`config.mk`:
```
export PLATFORM = sky130hd
export DESIGN_NAME = rename_core
export DESIGN_NICKNAME = d
export VERILOG_FILES = /design/src/source/core_sizes_pkg.sv /design/src/source/rename_types_pkg.sv /design/src/source/retire_if.sv /design/src/source/dispatch_if.sv /design/src/source/rename_core.sv /design/src/source/completion_select.sv /design/src/source/reorder_buffer.sv /design/src/source/free_list.sv /design/src/source/map_table.sv
export SDC_FILE = /design/constraint.sdc
export NUM_CORES = 1
export LEC_CHECK = 0
export BUFFER_PORTS_ARGS = -buffer_cell sky130_fd_sc_hd__buf_2
export CAP_MARGIN = 20
export CORE_ASPECT_RATIO = 1.4
export CORE_UTILIZATION = 68
export CTS_BUF_LIST = sky130_fd_sc_hd__clkbuf_8
export CTS_CLUSTER_SIZE = 30
export DETAILED_ROUTE_END_ITERATION = 16
export GPL_ROUTABILITY_DRIVEN = 0
export HOLD_SLACK_MARGIN = 0.06
export PLACE_DENSITY = 0.9
export SKIP_LAST_GASP = 1
export SYNTH_ARGS = -nofsm -noshare
export SYNTH_HDL_FRONTEND = slang
export SYNTH_SLANG_ARGS = --single-unit
```
`constraint.sdc`:
```
create_clock -name clock -period 4.24 [get_ports clock]
set_input_delay 0.848 -clock clock [delete_from_list [all_inputs] [get_ports clock]]
set_output_delay 0.848 -clock clock [all_outputs]
set_load 0.05 [all_outputs]
```
`src/source/core_sizes_pkg.sv`:
```
package core_sizes_pkg;

  // architectural register file seen by software
  localparam int num_arch_regs = 8;

  // physical registers behind the rename map
  localparam int num_phys_regs = 16;

  // in-flight window
  localparam int rob_depth = 6;

  // functional units that report completion on the cdb
  localparam int num_units = 3;

  // derived widths
  localparam int arch_width    = $clog2(num_arch_regs);
  localparam int tag_width     = $clog2(num_phys_regs);
  localparam int rob_ptr_width = $clog2(rob_depth);

endpackage
```
`src/source/rename_types_pkg.sv`:
```
package rename_types_pkg;
  import core_sizes_pkg::*;

  // architectural register index
  typedef logic [arch_width-1:0] arch_reg_t;

  // physical register tag
  typedef logic [tag_width-1:0] phys_tag_t;

  // life of one rob slot
  // free until dispatch, waiting until its tag shows up on the cdb,
  // done until it reaches the head and retires
  typedef enum logic [1:0] {
    entry_free    = 2'd0,
    entry_waiting = 2'd1,
    entry_done    = 2'd2
  } rob_state_t;

  // one rob slot
  // t_old goes back to the free list on retire
  typedef struct packed {
    rob_state_t state;
    arch_reg_t  arch_dest;
    phys_tag_t  t_new;
    phys_tag_t  t_old;
  } rob_entry_t;

endpackage

```
`src/source/retire_if.sv`:
```
`timescale 1ns/100ps

// head of the rob leaving the machine
interface retire_if
  import rename_types_pkg::*;
();
  logic      valid;
  arch_reg_t arch_dest;
  phys_tag_t t_new;
  phys_tag_t t_old;

  // rob drives the whole retiring entry
  modport source (output valid, output arch_dest, output t_new, output t_old);

  // free list only needs the tag being released
  modport sink (input valid, input t_old);

endinterface

```
`src/source/dispatch_if.sv`:
```
`timescale 1ns/100ps

// one renamed instruction on its way into the rob
interface dispatch_if
  import rename_types_pkg::*;
();
  logic      valid;
  arch_reg_t arch_dest;
  phys_tag_t t_new;
  phys_tag_t t_old;

  // rename side, map table gives t_old, free list gives t_new
  modport source (input valid, input arch_dest, output t_new, output t_old);

  // rob side
  modport sink (input valid, input arch_dest, input t_new, input t_old);

endinterface

```
`src/source/rename_core.sv`:
```
`timescale 1ns/100ps

module rename_core
  import core_sizes_pkg::*;
  import rename_types_pkg::*;
#(
  parameter int num_arch_regs = core_sizes_pkg::num_arch_regs,
  parameter int num_phys_regs = core_sizes_pkg::num_phys_regs,
  parameter int rob_depth     = core_sizes_pkg::rob_depth,
  parameter int num_units     = core_sizes_pkg::num_units
) (
  input  logic                      clock,
  input  logic                      reset,
  // dispatch, one instruction per cycle
  input  logic                      dispatch_valid,
  input  arch_reg_t                 dispatch_dest,
  input  arch_reg_t                 dispatch_src_a,
  input  arch_reg_t                 dispatch_src_b,
  output logic                      dispatch_ready,
  output phys_tag_t                 tag_a,
  output phys_tag_t                 tag_b,
  output phys_tag_t                 tag_new,
  output phys_tag_t                 tag_old,
  // unit completions and the cdb
  input  logic      [num_units-1:0] complete_req,
  input  phys_tag_t [num_units-1:0] complete_tag,
  output logic      [num_units-1:0] complete_grant,
  output logic                      cdb_valid,
  output phys_tag_t                 cdb_tag,
  // retirement
  output logic                      retire_valid,
  output arch_reg_t                 retire_arch_reg,
  output phys_tag_t                 retire_tag_new,
  output phys_tag_t                 retire_tag_old
);

  logic fl_empty;
  logic rob_full;

  dispatch_if dsp ();
  retire_if   ret ();

  ////////////////////////////////////////////////////////////////////
  // dispatch handshake
  ////////////////////////////////////////////////////////////////////

  // stall on no free tag or no rob slot
  assign dispatch_ready = ~(fl_empty | rob_full);
  assign dsp.valid      = dispatch_valid & dispatch_ready;
  assign dsp.arch_dest  = dispatch_dest;

  assign tag_new = dsp.t_new;
  assign tag_old = dsp.t_old;

  assign retire_valid    = ret.valid;
  assign retire_arch_reg = ret.arch_dest;
  assign retire_tag_new  = ret.t_new;
  assign retire_tag_old  = ret.t_old;

  ////////////////////////////////////////////////////////////////////
  // blocks
  ////////////////////////////////////////////////////////////////////

  map_table #(
    .num_arch_regs (num_arch_regs),
    .tag_width     (tag_width)
  ) u_map_table (
    .clock (clock),
    .reset (reset),
    .src_a (dispatch_src_a),
    .src_b (dispatch_src_b),
    .tag_a (tag_a),
    .tag_b (tag_b),
    .dsp   (dsp.source)
  );

  free_list #(
    .num_arch_regs (num_arch_regs),
    .num_phys_regs (num_phys_regs)
  ) u_free_list (
    .clock (clock),
    .reset (reset),
    .dsp   (dsp.source),
    .ret   (ret.sink),
    .empty (fl_empty)
  );

  reorder_buffer #(
    .rob_depth (rob_depth)
  ) u_reorder_buffer (
    .clock     (clock),
    .reset     (reset),
    .dsp       (dsp.sink),
    .cdb_valid (cdb_valid),
    .cdb_tag   (cdb_tag),
    .ret       (ret.source),
    .full      (rob_full)
  );

  // priority pick onto the cdb
  completion_select #(
    .num_units (num_units)
  ) u_completion_select (
    .clock          (clock),
    .reset          (reset),
    .complete_req   (complete_req),
    .complete_tag   (complete_tag),
    .complete_grant (complete_grant),
    .cdb_valid      (cdb_valid),
    .cdb_tag        (cdb_tag)
  );

endmodule

```
`src/source/completion_select.sv`:
```
`timescale 1ns/100ps

module completion_select
  import core_sizes_pkg::*;
  import rename_types_pkg::*;
#(
  parameter int num_units = core_sizes_pkg::num_units
) (
  input  logic                        clock,
  input  logic                        reset,
  input  logic      [num_units-1:0]   complete_req,
  input  phys_tag_t [num_units-1:0]   complete_tag,
  output logic      [num_units-1:0]   complete_grant,
  output logic                        cdb_valid,
  output phys_tag_t                   cdb_tag
);

  phys_tag_t sel_tag;

  // fixed priority, unit 0 wins
  // scan from the top so the lowest requester overwrites last
  always_comb begin
    complete_grant = '0;
    sel_tag        = complete_tag[0];
    for (int i = num_units - 1; i >= 0; i--) begin
      if (complete_req[i]) begin
        complete_grant    = '0;
        complete_grant[i] = 1'b1;
        sel_tag           = complete_tag[i];
      end
    end
  end

  // cdb broadcast one cycle after the grant
  always_ff @(posedge clock) begin
    if (reset) begin
      cdb_valid <= 1'b0;
    end else begin
      cdb_valid <= |complete_req;
    end
  end

  always_ff @(posedge clock) begin
    cdb_tag <= sel_tag;
  end

endmodule

```
`src/source/reorder_buffer.sv`:
```
`timescale 1ns/100ps

module reorder_buffer
  import core_sizes_pkg::*;
  import rename_types_pkg::*;
#(
  parameter int rob_depth = core_sizes_pkg::rob_depth
) (
  input  logic        clock,
  input  logic        reset,
  dispatch_if.sink    dsp,
  input  logic        cdb_valid,
  input  phys_tag_t   cdb_tag,
  retire_if.source    ret,
  output logic        full
);

  rob_entry_t               entries_q [rob_depth];
  logic [rob_ptr_width-1:0] head_q;
  logic [rob_ptr_width-1:0] tail_q;
  logic [rob_ptr_width:0]   count_q;
  rob_entry_t               head_entry;

  assign head_entry = entries_q[head_q];
  assign full       = count_q == (rob_ptr_width + 1)'(rob_depth);

  ////////////////////////////////////////////////////////////////////
  // retire port
  ////////////////////////////////////////////////////////////////////

  // an empty rob has a free head, so no false retire
  assign ret.valid     = head_entry.state == entry_done;
  assign ret.arch_dest = head_entry.arch_dest;
  assign ret.t_new     = head_entry.t_new;
  assign ret.t_old     = head_entry.t_old;

  ////////////////////////////////////////////////////////////////////
  // mark, retire, allocate
  ////////////////////////////////////////////////////////////////////

  always_ff @(posedge clock) begin
    if (reset) begin
      for (int i = 0; i < rob_depth; i++) begin
        entries_q[i].state <= entry_free;
      end
      head_q  <= '0;
      tail_q  <= '0;
      count_q <= '0;
    end else begin
      // cam the broadcast tag against every waiting slot
      if (cdb_valid) begin
        for (int i = 0; i < rob_depth; i++) begin
          if (entries_q[i].state == entry_waiting && entries_q[i].t_new == cdb_tag) begin
            entries_q[i].state <= entry_done;
          end
        end
      end
      // in-order retire from the head
      if (ret.valid) begin
        entries_q[head_q].state <= entry_free;
        head_q <= (head_q == rob_ptr_width'(rob_depth - 1)) ? '0 : head_q + 1'b1;
      end
      // tail never equals a retiring head, full blocks dispatch
      if (dsp.valid) begin
        entries_q[tail_q] <= '{state:     entry_waiting,
                               arch_dest: dsp.arch_dest,
                               t_new:     dsp.t_new,
                               t_old:     dsp.t_old};
        tail_q <= (tail_q == rob_ptr_width'(rob_depth - 1)) ? '0 : tail_q + 1'b1;
      end
      case ({dsp.valid, ret.valid})
        2'b10:   count_q <= count_q + 1'b1;
        2'b01:   count_q <= count_q - 1'b1;
        default: count_q <= count_q;
      endcase
    end
  end

endmodule

```
`src/source/free_list.sv`:
```
`timescale 1ns/100ps

module free_list
  import core_sizes_pkg::*;
  import rename_types_pkg::*;
#(
  parameter int num_arch_regs = core_sizes_pkg::num_arch_regs,
  parameter int num_phys_regs = core_sizes_pkg::num_phys_regs
) (
  input  logic       clock,
  input  logic       reset,
  dispatch_if.source dsp,
  retire_if.sink     ret,
  output logic       empty
);

  // at most this many tags are ever free at once
  localparam int fl_depth     = num_phys_regs - num_arch_regs;
  localparam int fl_ptr_width = $clog2(fl_depth);

  phys_tag_t               fifo_q [fl_depth];
  logic [fl_ptr_width-1:0] head_q;
  logic [fl_ptr_width-1:0] tail_q;
  logic [fl_ptr_width:0]   count_q;

  // next tag handed to dispatch
  assign dsp.t_new = fifo_q[head_q];
  assign empty     = count_q == '0;

  ////////////////////////////////////////////////////////////////////
  // pop on accepted dispatch, push on retire, both allowed together
  ////////////////////////////////////////////////////////////////////

  always_ff @(posedge clock) begin
    if (reset) begin
      // preload the tags not claimed by the identity map
      for (int i = 0; i < fl_depth; i++) begin
        fifo_q[i] <= tag_width'(num_arch_regs + i);
      end
      head_q  <= '0;
      tail_q  <= '0;
      count_q <= (fl_ptr_width + 1)'(fl_depth);
    end else begin
      if (dsp.valid) begin
        head_q <= (head_q == fl_ptr_width'(fl_depth - 1)) ? '0 : head_q + 1'b1;
      end
      if (ret.valid) begin
        fifo_q[tail_q] <= ret.t_old;
        tail_q         <= (tail_q == fl_ptr_width'(fl_depth - 1)) ? '0 : tail_q + 1'b1;
      end
      // occupancy
      case ({ret.valid, dsp.valid})
        2'b10:   count_q <= count_q + 1'b1;
        2'b01:   count_q <= count_q - 1'b1;
        default: count_q <= count_q;
      endcase
    end
  end

endmodule

```
`src/source/map_table.sv`:
```
`timescale 1ns/100ps

module map_table
  import core_sizes_pkg::*;
  import rename_types_pkg::*;
#(
  parameter int num_arch_regs = core_sizes_pkg::num_arch_regs,
  parameter int tag_width     = core_sizes_pkg::tag_width
) (
  input  logic       clock,
  input  logic       reset,
  input  arch_reg_t  src_a,
  input  arch_reg_t  src_b,
  output phys_tag_t  tag_a,
  output phys_tag_t  tag_b,
  dispatch_if.source dsp
);

  // current speculative mapping, one tag per arch register
  logic [tag_width-1:0] map_q [num_arch_regs];

  // source lookups
  // these see the map before this edge's update
  assign tag_a = map_q[src_a];
  assign tag_b = map_q[src_b];

  // previous owner of the destination, freed when this one retires
  assign dsp.t_old = map_q[dsp.arch_dest];

  always_ff @(posedge clock) begin
    if (reset) begin
      // identity map out of reset
      for (int i = 0; i < num_arch_regs; i++) begin
        map_q[i] <= tag_width'(i);
      end
    end else if (dsp.valid) begin
      // destination now lives in the freshly popped tag
      map_q[dsp.arch_dest] <= dsp.t_new;
    end
  end

endmodule

```
# After elaboration in Yosys (flattened, before gate mapping)
# Memories as Yosys holds them, arrays and structs flattened. A register that Yosys moved wholly into a read port is not among the register bits.
# Index checks and enable logic that the tools add are counted.
# word_totals
ff_bits	25
ram_bits	142
memories	3
# classes
addsub	8
eq_ne	22
muxes	60
n_bitwise	9
reduce_logical	12
# mem_list
memory	depth	width	read_ports	rd_clocked_by_memory_dff	wr	line_no	source
u_reorder_buffer.entries_q	6	13	7	1	8	reorder_buffer.sv:18	rob_entry_t entries_q [rob_depth];
u_free_list.fifo_q	8	4	1	1	8	free_list.sv:21	phys_tag_t fifo_q [fl_depth];
u_map_table.map_q	8	4	3	0	8	map_table.sv:20	logic [tag_width-1:0] map_q [num_arch_regs];
# ops
cell	n
two-way mux 3 bit	13
two-way mux 1 bit	34
equality test 4 bit	6
two-way mux 4 bit	5
equality test 2 x 1 -> 1 bit, second input constant	8
one-hot mux 4 bit (2 select lines)	2
adder 3 x 1 -> 3 bit, second input constant	4
equality test 3 bit, second input constant	4
two-way mux 2 bit	6
adder 4 x 1 -> 4 bit, second input constant	2
OR reduction 4 bit	2
subtractor 4 x 1 -> 4 bit, second input constant	2
bitwise OR 1 bit	7
equality test 2 bit, second input constant	3
logical AND 1 bit	6
equality test 4 x 3 -> 1 bit, second input constant	1
zero test 4 bit	1
nonzero test 2 bit	2
OR reduction 3 bit	1
bitwise AND 1 bit	1
inverter 1 bit	1

# Longest topological paths before layout
# Gate-level depths: netlist (run 1).
# depth
ltp_word	9
depth_mapped	15
ltp_nobuf	11

# Worst setup path after synthesis (run 1)
# Ideal clock, no wire load.
# synth_timing
kind	in2out
start	input port dispatch_dest[2]
end	output port tag_old[1]
arrival_time_ns	2.601
path_slack_ns	0.791
stages	5
path_cell_list	clkbuf_1 > buf_1 > nor2_1 > a221oi_1 > o22ai_1
# synth_between
elab_chain_len	1
# synth_lines
item	line_no	source
from (decl)	rename_core.sv:16	input arch_reg_t dispatch_dest,
memory read (8 x 4 bit)	--	
to (decl)	rename_core.sv:23	output phys_tag_t tag_old,
# No other way between the ends.

==> out/summary.log, run 1 <==
qor: cells_and_area.final_area 10300 sq um
qor: cts.cts-htree-levels 4
qor: critical_path.cp.arrival 2.96 ns
qor: cts.clock_tree_from_tritoncts done
qor: routing.detail_route.wl_per_cell 24.0 um
qor: synth.yosysTopAreaCell sky130_fd_sc_hd__edfxtp_1
qor: synth.syn-instance-count 688
qor: routing.drt_wl_total 22400 um
qor: routing.wl_met2 11500 um
qor: critical_path.worstSetupStartpointType register
qor: global_routing.grt_pass1_wl 35200 um
qor: floorplanning.top_level_ports 64
qor: global_routing.pin_count_of_the_biggest_net_entering_global_routing 31
qor: power_and_ir_drop.irDropWorstVdd 0.000312 V
qor: place.buffer_ports.inserted 63
qor: synth.synth-main-ff-cell sky130_fd_sc_hd__edfxtp_1
qor: cts.cts_root_buffer sky130_fd_sc_hd__clkbuf_8
qor: cells_and_area.post-route-util 0.764
qor: synth.synth_nets 725
qor: critical_path.crit_family multiplexers
qor: cells_and_area.final_net_count 775
qor: sta.fin_tns_setup 0 ns
qor: sta.maxClockFrequency 0.262 GHz
qor: cts.cts_post_setup_buffers_inserted 0
qor: sta.layout_min_cycle_time 3.81 ns
qor: synth.share_of_flip_flops_with_an_asynchronous_set_or_reset 0
qor: run.cap_violations 0
qor: sta.timing.final.setup_violations 0
qor: critical_path.worst_path_largest_cell_delay 0.65 ns
qor: sta.worst-slew-pin-transition 0.971 ns
qor: synth.ys_seq_elements 195
qor: sta.timing_max_transition_violations_final 0
qor: sta.rsz0062_at_grt no
qor: cts.clkTransAtPathRegs 0.10 ns
qor: cells_and_area.area_growth 9.27%
qor: power_and_ir_drop.power-per-cell-area 389 nW/um^2
qor: cts.tritoncts.num_buffers 17
qor: floorplanning.core_area 13500 sq um
qor: routing.detail_route.first_pass.iterations 11
qor: routing.wl_met3 2050 um
qor: global_routing.first_global_vias 6563
qor: power_and_ir_drop.leakagePower 3.42 nW
qor: synth.synth_sequential_area_ratio 0.577
qor: global_routing.globalRoute.totalOverflow 0
qor: synth.synth_enable_flop_cells 152
qor: cts.clock_insertion_delay_at_the_later_pin_of_the_skew_report 0.48 ns
qor: routing.wl_met1 7510 um
qor: place.place.detailed.hpwl 15800 um
qor: place.placed_area 9890 sq um
qor: place.place.detailed.instances 901
qor: routing.drc 0
qor: routing.viasPerCell 6.94
qor: synth.yosys.cell_types.count 63
qor: cts.post_cts_resize_count 0
qor: cells_and_area.drive_above_1_share 0.272
qor: global_routing.groute.usage.overall 0.338
qor: power_and_ir_drop.post-layout-total-power 4.00 mW
qor: synth.synth_area_leaders sky130_fd_sc_hd__edfxtp_1, sky130_fd_sc_hd__mux4_2, sky130_fd_sc_hd__dfxtp_1
qor: critical_path.cp_max_fo 10
qor: critical_path.timing.setup.critical_path_class register to output port
qor: routing.detailroute.via_count 6477
qor: sta.final.setup.worst_slack 0.428 ns
qor: floorplanning.die-width 101 um
qor: cts.cts.sink_count 195
qor: critical_path.worst_setup_path_end_kind output port
qor: floorplanning.die_h 141 um
qor: cells_and_area.layout.cells.non_filler 933
qor: synth.netlist.area_leader.share 0.485
qor: synth.yosys.cell_count.top_type sky130_fd_sc_hd__edfxtp_1
qor: run_status.run_status complete, no violations
qor: floorplanning.initial_utilization 0.699
qor: synth.yosysWarningCount 0
qor: critical_path.worst_path_cell_trace mux4_2, mux2i_2, inv_1, buf_2
qor: synth.synthesis.area_per_instance 13.7 sq um
qor: routing.drtAntennaViolNets 0
qor: worst_hold_path.worstHoldPathType register to register
qor: critical_path.timing.critical_path.slowest_stage_cell sky130_fd_sc_hd__dfxtp_1
qor: global_routing.number_of_antenna_violations_at_the_first_check_in_global_routing 1
qor: routing.drt_first_iter_violations 990
qor: sta.finClkSkew 0.0185 ns
qor: sta.number_of_endpoints_with_negative_hold_slack_in_the_final_report 0
qor: critical_path.worstPathBufferInverterCount 2
qor: routing.route.top_layer_used met4
qor: place.pre_cts_slack 0.588 ns
qor: critical_path.cp.required 3.39 ns
qor: cells_and_area.diodes 0
qor: sta.minimum_hold_slack 0.503 ns
qor: synth.synth_common_cells sky130_fd_sc_hd__edfxtp_1, sky130_fd_sc_hd__nand2_1, sky130_fd_sc_hd__nor2_1
qor: synth.netlist_area 9410 sq um
qor: sta.period_share 0.899
qor: cts.cts_max_path_buffers 2
qor: sta.timing.slew.headroom 0.344
qor: floorplanning.rows 50
qor: floorplanning.fp.dieArea 14300 sq um
qor: cts.cts.hold.buffers_added 0
[flip-flops by register name (all words and copies together) (netlist names), named ones only]
| name | cells |
|---|---|
| u_reorder_buffer.entries_q | 100 |
| u_free_list.fifo_q | 32 |
| u_map_table.map_q | 32 |
| u_completion_select.cdb_tag | 4 |
| u_free_list.count_q | 4 |
| u_reorder_buffer.count_q | 4 |
| u_free_list.head_q | 3 |
| u_free_list.tail_q | 3 |
| u_reorder_buffer.head_q | 3 |
| u_reorder_buffer.tail_q | 3 |
| u_completion_select.cdb_valid | 1 |
[metal layers]
layer / GRT usage / up-vias
met4: 0.182 / 0
met3: 0.0798 / 133
li1: - / 2759
met5: 0 / -
met1: 0.402 / 3163
met2: 0.564 / 422
[placed cells by master, fill, tap and decap left out, types with 5 or more instances in the layout]
cell / instances
sky130_fd_sc_hd__a21o_1: 9
sky130_fd_sc_hd__xnor2_1: 10
sky130_fd_sc_hd__nand2b_1: 7
sky130_fd_sc_hd__edfxtp_1: 152
sky130_fd_sc_hd__mux2i_1: 9
sky130_fd_sc_hd__xor2_1: 21
sky130_fd_sc_hd__dfxtp_1: 43
sky130_fd_sc_hd__nor3_1: 17
sky130_fd_sc_hd__nand3b_1: 7
sky130_fd_sc_hd__mux2_2: 25
sky130_fd_sc_hd__clkbuf_8: 17
sky130_fd_sc_hd__inv_1: 9
sky130_fd_sc_hd__buf_4: 15
sky130_fd_sc_hd__nand2_1: 56
sky130_fd_sc_hd__buf_2: 63
sky130_fd_sc_hd__nand3_1: 17
sky130_fd_sc_hd__o31ai_1: 5
sky130_fd_sc_hd__o21ai_0: 9
sky130_fd_sc_hd__nor2b_1: 16
sky130_fd_sc_hd__nor2_1: 54
sky130_fd_sc_hd__nand4_1: 9
sky130_fd_sc_hd__and3_1: 6
sky130_fd_sc_hd__nand4b_1: 8
sky130_fd_sc_hd__a22oi_1: 6
sky130_fd_sc_hd__mux4_2: 48
sky130_fd_sc_hd__a21oi_1: 13
sky130_fd_sc_hd__a41o_1: 7
sky130_fd_sc_hd__ha_1: 10
[final timing paths]
kind | from | to | slack [ns] | depth (start not counted)
hold reg to reg | u_free_list.head_q[2] | register | 0.50 | 2
hold / removal | u_free_list.head_q[2] | register | 0.50 | 2
setup reg to reg | register | u_free_list.count_q[3] | 0.60 | 11
setup / recovery | register | tag_new[0] | 0.43 | 4
[worst reg2reg max path, delay by kind of cell, from the launching register on]
| kind | cells | cell delay (ns) |
|---|---|---|
| flops | 1 | 0.54 |
| fa+ha+maj | 1 | 0.45 |
| buf+inv | 3 | 0.77 |
| compound gates | 2 | 0.39 |
| simple gates | 5 | 1.41 |
[power breakdown]
group / total (mW) / switching (mW) / internal (mW) / leakage, nW
Sequential: 2.22 / 0.0817 / 2.14 / 1.69
Combinational: 0.582 / 0.388 / 0.193 / 1.53
Clock: 1.20 / 0.710 / 0.491 / 0.198
[kinds of logic (layout without fill, tap and decap cells)]
group                      after synthesis  count (layout)  synth area share
and+or+nand+nor                        235             235             0.138
DFF                                    195             195             0.577
muxes                                   83              83             0.156
AOI/OAI and AO/OA                       77              77            0.0597
buffers and inverters                   57             120            0.0271
xor gates and xnor gates                31              31            0.0289
adders and majority gates               10              10            0.0133
[cell type report]
type | instances | area (sq um)
Timing Repair Buffer | 78 | 428
Sequential cell | 195 | 5430
Inverter | 10 | 37.5
Fill cell | 776 | 3170
Clock inverter | 15 | 160
Tap cell | 182 | 228
Clock buffer | 17 | 234
Multi-Input combinational cell | 436 | 3770
No activity file was read; power rests on OpenSTA's default activity.
==> run 2: changes to the inputs <==
--- a/config.mk
+++ b/config.mk
@@ -8,14 +8,15 @@
 export BUFFER_PORTS_ARGS = -buffer_cell sky130_fd_sc_hd__buf_2
 export CAP_MARGIN = 20
 export CORE_ASPECT_RATIO = 1.4
-export CORE_UTILIZATION = 68
+export CORE_UTILIZATION = 57
 export CTS_BUF_LIST = sky130_fd_sc_hd__clkbuf_8
 export CTS_CLUSTER_SIZE = 30
 export DETAILED_ROUTE_END_ITERATION = 16
 export GPL_ROUTABILITY_DRIVEN = 0
 export HOLD_SLACK_MARGIN = 0.06
-export PLACE_DENSITY = 0.9
+export PLACE_DENSITY = 0.81
 export SKIP_LAST_GASP = 1
+export SLEW_MARGIN = 20
 export SYNTH_ARGS = -nofsm -noshare
 export SYNTH_HDL_FRONTEND = slang
 export SYNTH_SLANG_ARGS = --single-unit
==> constraint.sdc (replaced) <==
create_clock -name clock -period 3.2 [get_ports clock]
set_input_delay 0.64 -clock clock [delete_from_list [all_inputs] [get_ports clock]]
set_output_delay 0.64 -clock clock [all_outputs]
set_load 0.05 [all_outputs]
==> out/summary.log, run 2 (synthesis gave the netlist of run 1 again) <==
qor: cells_and_area.filler_cell_count 1118 [was 776]
qor: routing.drt_wl_total 21500 um [was 22400 um]
qor: cells_and_area.layout_top_registers u_reorder_buffer.entries_q: 100 flops, u_free_list.fifo_q: 32 flops, u_map_table.map_q: 32 flops [unchanged]
qor: routing.detailroute.via_count 6304 [was 6477]
qor: cells_and_area.mostFrequentLayoutCells sky130_fd_sc_hd__edfxtp_1, sky130_fd_sc_hd__buf_2, sky130_fd_sc_hd__nand2_1 [unchanged]
qor: cts.cts_post_setup_buffers_inserted 0 [unchanged]
qor: sta.timing.final.setup_violations 0 [unchanged]
qor: cts.clock_insertion_delay_at_the_later_pin_of_the_skew_report 0.47 ns [was 0.48 ns]
qor: power_and_ir_drop.power-per-cell-area 508 nW/um^2 [was 389 nW/um^2]
qor: critical_path.worstSetupStartpointType register [unchanged]
qor: cts.tritoncts.num_buffers 17 [unchanged]
qor: cells_and_area.largest_register_ff_count 100 [unchanged]
qor: routing.viasPerCell 6.56 [was 6.94]
qor: global_routing.first_global_vias 6429 [was 6563]
qor: routing.detail_route.first_pass.iterations 6 [was 11]
qor: place.place.detailed.hpwl 15800 um [about the same]
qor: cells_and_area.largest_register u_reorder_buffer.entries_q [unchanged]
qor: global_routing.pin_count_of_the_biggest_net_entering_global_routing 32 [was 31]
qor: worst_hold_path.worstHoldPathType primary input to register [was register to register]
qor: sta.number_of_endpoints_with_negative_hold_slack_in_the_final_report 0 [unchanged]
qor: cts.clock_tree_from_tritoncts done [unchanged]
qor: cells_and_area.final_net_count 786 [was 775]
qor: global_routing.globalRoute.totalOverflow 0 [unchanged]
qor: cells_and_area.multiInputGateArea 3770 sq um [about the same]
qor: cells_and_area.drive_above_1_share 0.285 [was 0.272]
qor: sta.rsz0062_at_grt no [unchanged]
qor: cells_and_area.area_growth 10.7% [was 9.27%]
qor: power_and_ir_drop.irDropWorstVdd 0.000286 V [was 0.000312 V]
qor: sta.maxClockFrequency 0.322 GHz
qor: cts.cts_root_buffer sky130_fd_sc_hd__clkbuf_8 [unchanged]
qor: routing.detail_route.wl_per_cell 22.4 um [was 24.0 um]
qor: sta.finClkSkew 0.0199 ns [was 0.0185 ns]
qor: floorplanning.rows 55 [was 50]
qor: power_and_ir_drop.leakagePower 3.49 nW [was 3.42 nW]
qor: global_routing.grt_pass1_wl 34100 um [was 35200 um]
qor: floorplanning.top_level_ports 64 [unchanged]
qor: cts.cts_max_path_buffers 2 [unchanged]
qor: global_routing.groute.usage.overall 0.260 [was 0.338]
qor: cells_and_area.post-route-util 0.644 [was 0.764]
qor: cells_and_area.final_area 10400 sq um [was 10300 sq um]
qor: cts.clkTransAtPathRegs 0.11 ns [was 0.10 ns]
qor: cells_and_area.most_common_library_cell_in_the_layout_ignoring_fill_and_taps sky130_fd_sc_hd__edfxtp_1 [unchanged]
qor: routing.drt_first_iter_violations 696 [was 990]
qor: floorplanning.die_h 154 um [was 141 um]
qor: critical_path.timing.setup.critical_path_class register to output port [unchanged]
qor: routing.drc 0 [unchanged]
qor: critical_path.cp_max_fo 18 [was 10]
qor: cells_and_area.diodes 0 [unchanged]
qor: sta.period_share 0.969
qor: cts.cts-htree-levels 4 [unchanged]
qor: sta.timing_max_transition_violations_final 0 [unchanged]
qor: sta.worst-slew-pin-transition 0.898 ns [was 0.971 ns]
qor: cts.cts.sink_count 195 [unchanged]
qor: floorplanning.die-width 111 um [was 101 um]
qor: run.cap_violations 0 [unchanged]
qor: critical_path.cp.arrival 2.46 ns [was 2.96 ns]
qor: sta.layout_min_cycle_time 3.10 ns
qor: critical_path.cp.required 2.56 ns [was 3.39 ns]
qor: sta.fin_tns_setup 0 ns [unchanged]
qor: routing.drtAntennaViolNets 0 [unchanged]
qor: run_status.run_status complete, no violations [unchanged]
qor: sta.timing.slew.headroom 0.393 [was 0.344]
qor: critical_path.worst_setup_path_end_kind output port [unchanged]
qor: floorplanning.core_area 16200 sq um [was 13500 sq um]
qor: floorplanning.fp.dieArea 17000 sq um [was 14300 sq um]
qor: cells_and_area.sequential_cell_area 5430 sq um [about the same]
qor: global_routing.number_of_antenna_violations_at_the_first_check_in_global_routing 0 [was 1]
qor: place.buffer_ports.inserted 63 [unchanged]
qor: floorplanning.initial_utilization 0.582 [was 0.699]
qor: place.placed_area 9990 sq um [was 9890 sq um]
==> run 2: final cells by class <==
type / instances / share of cell area
Clock inverter: 15 / 0.0169
Clock buffer: 17 / 0.0225
Sequential cell: 195 / 0.521
Timing Repair Buffer: 89 / 0.0494
Inverter: 10 / 0.00361
Multi-Input combinational cell: 436 / 0.362
Tap cell: 199 / 0.0239
==> run 2: metrics by stage <==
step,power (mW),hold slack (ns),setup WS (ns),std cells
floorplan,3.52,0.450,0.167,688
global placement,3.72,0.463,0.329,929
detailed placement,3.76,0.483,0.221,929
CTS,5.30,0.360,0.0288,961
global route,5.46,0.379,0.00763,961
finish,5.29,0.367,0.0986,961
==> run 2: report_power, final <==
group          switching [mW]  internal, mW
Sequential              0.106          2.83
Clock                   0.979         0.602
Combinational           0.503         0.265
Total                    1.59          3.70
==> run 2: path summary, 6_finish.rpt <==
path | start | end | slack, ns | depth (start not counted)
hold reg to reg | u_free_list.head_q[1] | u_free_list.head_q[1] | 0.50 | 2
setup reg to reg | register | u_free_list.count_q[2] | 0.16 | 11
hold / removal | complete_tag[3] | u_completion_select.cdb_tag[3] | 0.37 | 3
setup / recovery | register | retire_tag_old[2] | 0.1 | 4
==> run 2: metal layers <==
layer,vias up,global-route usage,part of all wire
li1,2779,-,-
met1,3121,0.302,0.36
met2,333,0.465,0.54
met3,71,0.0469,0.065
met4,0,0.124,0.041
met5,-,0,0
==> run 2: timing repair <==
| action | 4_1_cts | 5_1_grt |
|---|---|---|
| pin swaps | 0 | 0 |
| endpoints found under the setup margin | 3 | 2 |
| cloned | 0 | 0 |
| resized for setup | 1 | 1 |
| hold buffers | 0 | 0 |
==> run 2: critical path, stage by stage, from the launching register on <==
cell and delay [ns]:
sky130_fd_sc_hd__dfxtp_1 0.50, sky130_fd_sc_hd__buf_6 0.31, sky130_fd_sc_hd__mux4_2 0.55, sky130_fd_sc_hd__mux2_2 0.38, sky130_fd_sc_hd__buf_2 0.24
==> run 3: changes to the inputs <==
--- a/config.mk
+++ b/config.mk
@@ -8,13 +8,13 @@
 export BUFFER_PORTS_ARGS = -buffer_cell sky130_fd_sc_hd__buf_2
 export CAP_MARGIN = 20
 export CORE_ASPECT_RATIO = 1.4
-export CORE_UTILIZATION = 57
-export CTS_BUF_LIST = sky130_fd_sc_hd__clkbuf_8
+export CORE_MARGIN = 4
+export CORE_UTILIZATION = 55
 export CTS_CLUSTER_SIZE = 30
 export DETAILED_ROUTE_END_ITERATION = 16
 export GPL_ROUTABILITY_DRIVEN = 0
 export HOLD_SLACK_MARGIN = 0.06
-export PLACE_DENSITY = 0.81
+export PLACE_DENSITY = 0.78
 export SKIP_LAST_GASP = 1
 export SLEW_MARGIN = 20
 export SYNTH_ARGS = -nofsm -noshare
==> out/summary.log, run 3 (synthesis gave the netlist of run 1 again) <==
qor: global_routing.number_of_antenna_violations_at_the_first_check_in_global_routing 0 [unchanged]
qor: floorplanning.core_area 16700 sq um [was 16200 sq um]
qor: sta.timing.slew.headroom 0.356 [was 0.393]
qor: cells_and_area.diodes 0 [unchanged]
qor: critical_path.worst_path_largest_cell_delay 0.55 ns [about the same]
qor: routing.detail_route.wl_per_cell 22.3 um [was 22.4 um]
qor: cells_and_area.drive_above_1_share 0.285 [unchanged]
qor: floorplanning.initial_utilization 0.562 [was 0.582]
qor: floorplanning.top_level_ports 64 [unchanged]
qor: routing.drc 0 [unchanged]
qor: power_and_ir_drop.post-layout-total-power 5.80 mW [was 5.29 mW]
qor: floorplanning.rows 56 [was 55]
qor: place.buffer_ports.inserted 63 [unchanged]
qor: critical_path.timing.setup.critical_path_class register to output port [unchanged]
qor: routing.viasPerCell 6.46 [was 6.56]
qor: routing.drtAntennaViolNets 0 [unchanged]
qor: sta.number_of_endpoints_with_negative_hold_slack_in_the_final_report 0 [unchanged]
qor: cells_and_area.layout.cells.non_filler 965 [was 961]
qor: cts.clock_tree_from_tritoncts done [unchanged]
qor: cts.clkTransAtPathRegs 0.08 ns [was 0.11 ns]
qor: power_and_ir_drop.power-per-cell-area 547 nW/um^2 [was 508 nW/um^2]
qor: place.place.detailed.instances 933 [was 929]
qor: run.cap_violations 0 [unchanged]
qor: global_routing.pin_count_of_the_biggest_net_entering_global_routing 33 [was 32]
qor: sta.fin_tns_setup 0 ns [unchanged]
qor: critical_path.timing.critical_path.slowest_stage_cell sky130_fd_sc_hd__mux4_2 [unchanged]
qor: critical_path.worstPathBufferInverterCount 2 [unchanged]
qor: sta.minimum_hold_slack 0.400 ns [was 0.367 ns]
qor: cells_and_area.area_growth 12.6% [was 10.7%]
qor: sta.timing.final.setup_violations 0 [unchanged]
qor: critical_path.cp.required 2.56 ns [about the same]
qor: cells_and_area.largest_register_ff_count 100 [unchanged]
qor: power_and_ir_drop.leakagePower 3.56 nW [was 3.49 nW]
qor: place.pre_cts_slack 0.250 ns [was 0.221 ns]
qor: global_routing.groute.usage.overall 0.229 [was 0.260]
qor: critical_path.cp_max_fo 22 [was 18]
qor: sta.finClkSkew 0.0132 ns [was 0.0199 ns]
qor: cts.cts.sink_count 195 [unchanged]
qor: floorplanning.die-width 119 um [was 111 um]
qor: cells_and_area.sequential_cell_area 5430 sq um [unchanged]
qor: sta.worst-slew-pin-transition 0.958 ns [was 0.898 ns]
qor: cts.cts_post_setup_buffers_inserted 0 [unchanged]
qor: cts.cts_max_path_buffers 2 [unchanged]
qor: critical_path.worst_path_cell_trace buf_6, mux4_2, mux2_2, buf_2 [unchanged]
qor: routing.detailroute.via_count 6231 [was 6304]
qor: routing.drt_wl_total 21500 um [about the same]
qor: cells_and_area.mostFrequentLayoutCells sky130_fd_sc_hd__edfxtp_1, sky130_fd_sc_hd__buf_2, sky130_fd_sc_hd__nand2_1 [unchanged]
qor: cells_and_area.most_common_library_cell_in_the_layout_ignoring_fill_and_taps sky130_fd_sc_hd__edfxtp_1 [unchanged]
qor: critical_path.worstSetupStartpointType register [unchanged]
qor: critical_path.worst_setup_path_end_kind output port [unchanged]
qor: cts.cts_root_buffer sky130_fd_sc_hd__clkbuf_16 [was sky130_fd_sc_hd__clkbuf_8]
qor: cts.tritoncts.num_buffers 17 [unchanged]
qor: routing.drt_first_iter_violations 565 [was 696]
qor: cts.clock_insertion_delay_at_the_later_pin_of_the_skew_report 0.44 ns [was 0.47 ns]
qor: sta.maxClockFrequency 0.329 GHz [was 0.322 GHz]
qor: cells_and_area.final_net_count 786 [unchanged]
qor: cells_and_area.largest_register u_reorder_buffer.entries_q [unchanged]
qor: cts.cts-htree-levels 4 [unchanged]
qor: sta.final.setup.worst_slack 0.161 ns [was 0.0986 ns]
qor: sta.layout_min_cycle_time 3.04 ns [was 3.10 ns]
qor: power_and_ir_drop.irDropWorstVdd 0.000379 V [was 0.000286 V]
qor: cells_and_area.filler_cell_count 1223 [was 1118]
qor: critical_path.cp.arrival 2.40 ns [was 2.46 ns]
qor: sta.timing_max_transition_violations_final 0 [unchanged]
qor: cells_and_area.multiInputGateArea 3770 sq um [unchanged]
qor: sta.rsz0062_at_grt no [unchanged]
qor: place.place.detailed.hpwl 15600 um [was 15800 um]
qor: global_routing.first_global_vias 6309 [was 6429]
qor: cells_and_area.layout_top_registers u_reorder_buffer.entries_q: 100 flops, u_free_list.fifo_q: 32 flops, u_map_table.map_q: 32 flops [unchanged]
qor: critical_path.crit_family multiplexers [unchanged]
qor: global_routing.globalRoute.totalOverflow 0 [unchanged]
qor: sta.period_share 0.950 [was 0.969]
qor: worst_hold_path.worstHoldPathType primary input to register [unchanged]
qor: run_status.run_status complete, no violations [unchanged]
qor: floorplanning.fp.dieArea 19300 sq um [was 17000 sq um]
qor: routing.detail_route.first_pass.iterations 7 [was 6]
qor: floorplanning.die_h 163 um [was 154 um]
qor: global_routing.grt_pass1_wl 34000 um [was 34100 um]
==> run 3: cell count changes in the layout (fill, tap and decap cells not counted) <==
| cell | previous run | this run |
|---|---|---|
| sky130_fd_sc_hd__clkbuf_16 | 0 | 17 |
| sky130_fd_sc_hd__clkbuf_8 | 17 | 0 |
| sky130_fd_sc_hd__clkinv_4 | 3 | 2 |
| sky130_fd_sc_hd__clkinv_8 | 4 | 3 |
| sky130_fd_sc_hd__clkinvlp_4 | 0 | 3 |
| sky130_fd_sc_hd__inv_8 | 6 | 5 |
==> run 3: worst paths after layout <==
path / startpoint / to / slack (ns) / depth (start not counted)
worst max register to register: register / u_free_list.count_q[2] / 0.21 / 11
worst max-delay path: register / retire_tag_old[2] / 0.16 / 4
worst min register to register: u_free_list.head_q[1] / register / 0.49 / 2
worst min-delay path: complete_tag[0] / u_completion_select.cdb_tag[0] / 0.40 / 3
==> run 3: per-layer routing <==
| layer | vias up | global-route usage | wire [um] |
|---|---|---|---|
| met5 | - | 0 | 0 |
| met4 | 0 | 0.104 | 698 |
| met3 | 62 | 0.0396 | 1120 |
| met2 | 285 | 0.413 | 11500 |
| met1 | 3094 | 0.268 | 8160 |
| li1 | 2790 | - | - |
==> run 3: power by group <==
group / total, mW / internal, mW / switching, mW / leakage (nW)
Clock: 2.09 / 1.05 / 1.05 / 0.278
Combinational: 0.768 / 0.266 / 0.502 / 1.59
Sequential: 2.94 / 2.83 / 0.103 / 1.69
==> run 3: cell type report <==
class	count	area share
Clock buffer	17	0.0402
Clock inverter	15	0.0154
Inverter	10	0.00354
Multi-Input combinational cell	436	0.356
Sequential cell	195	0.512
Tap cell	203	0.0240
Timing Repair Buffer	89	0.0485
==> run 3: timing repair <==
| item | CTS | global route |
|---|---|---|
| setup endpoints to repair | 0 | 5 |
| resized for setup | 0 | 2 |
| hold endpoints to repair | 0 | 0 |
| hold buffers | 0 | 0 |
==> run 3: stage by stage <==
step	cell area [sq um]	utilization
after floorplan	9410	-
after global routing	10600	0.633
final	10600	0.633
after CTS	10600	0.632
after detailed placement	10000	0.597
after global placement	10000	0.597
==> run 3: tightest hold or removal path, cell delays in order <==
cell and delay [ns]:
sky130_fd_sc_hd__buf_2 0.08, sky130_fd_sc_hd__nand2_1 0.04, sky130_fd_sc_hd__o21ai_0 0.05
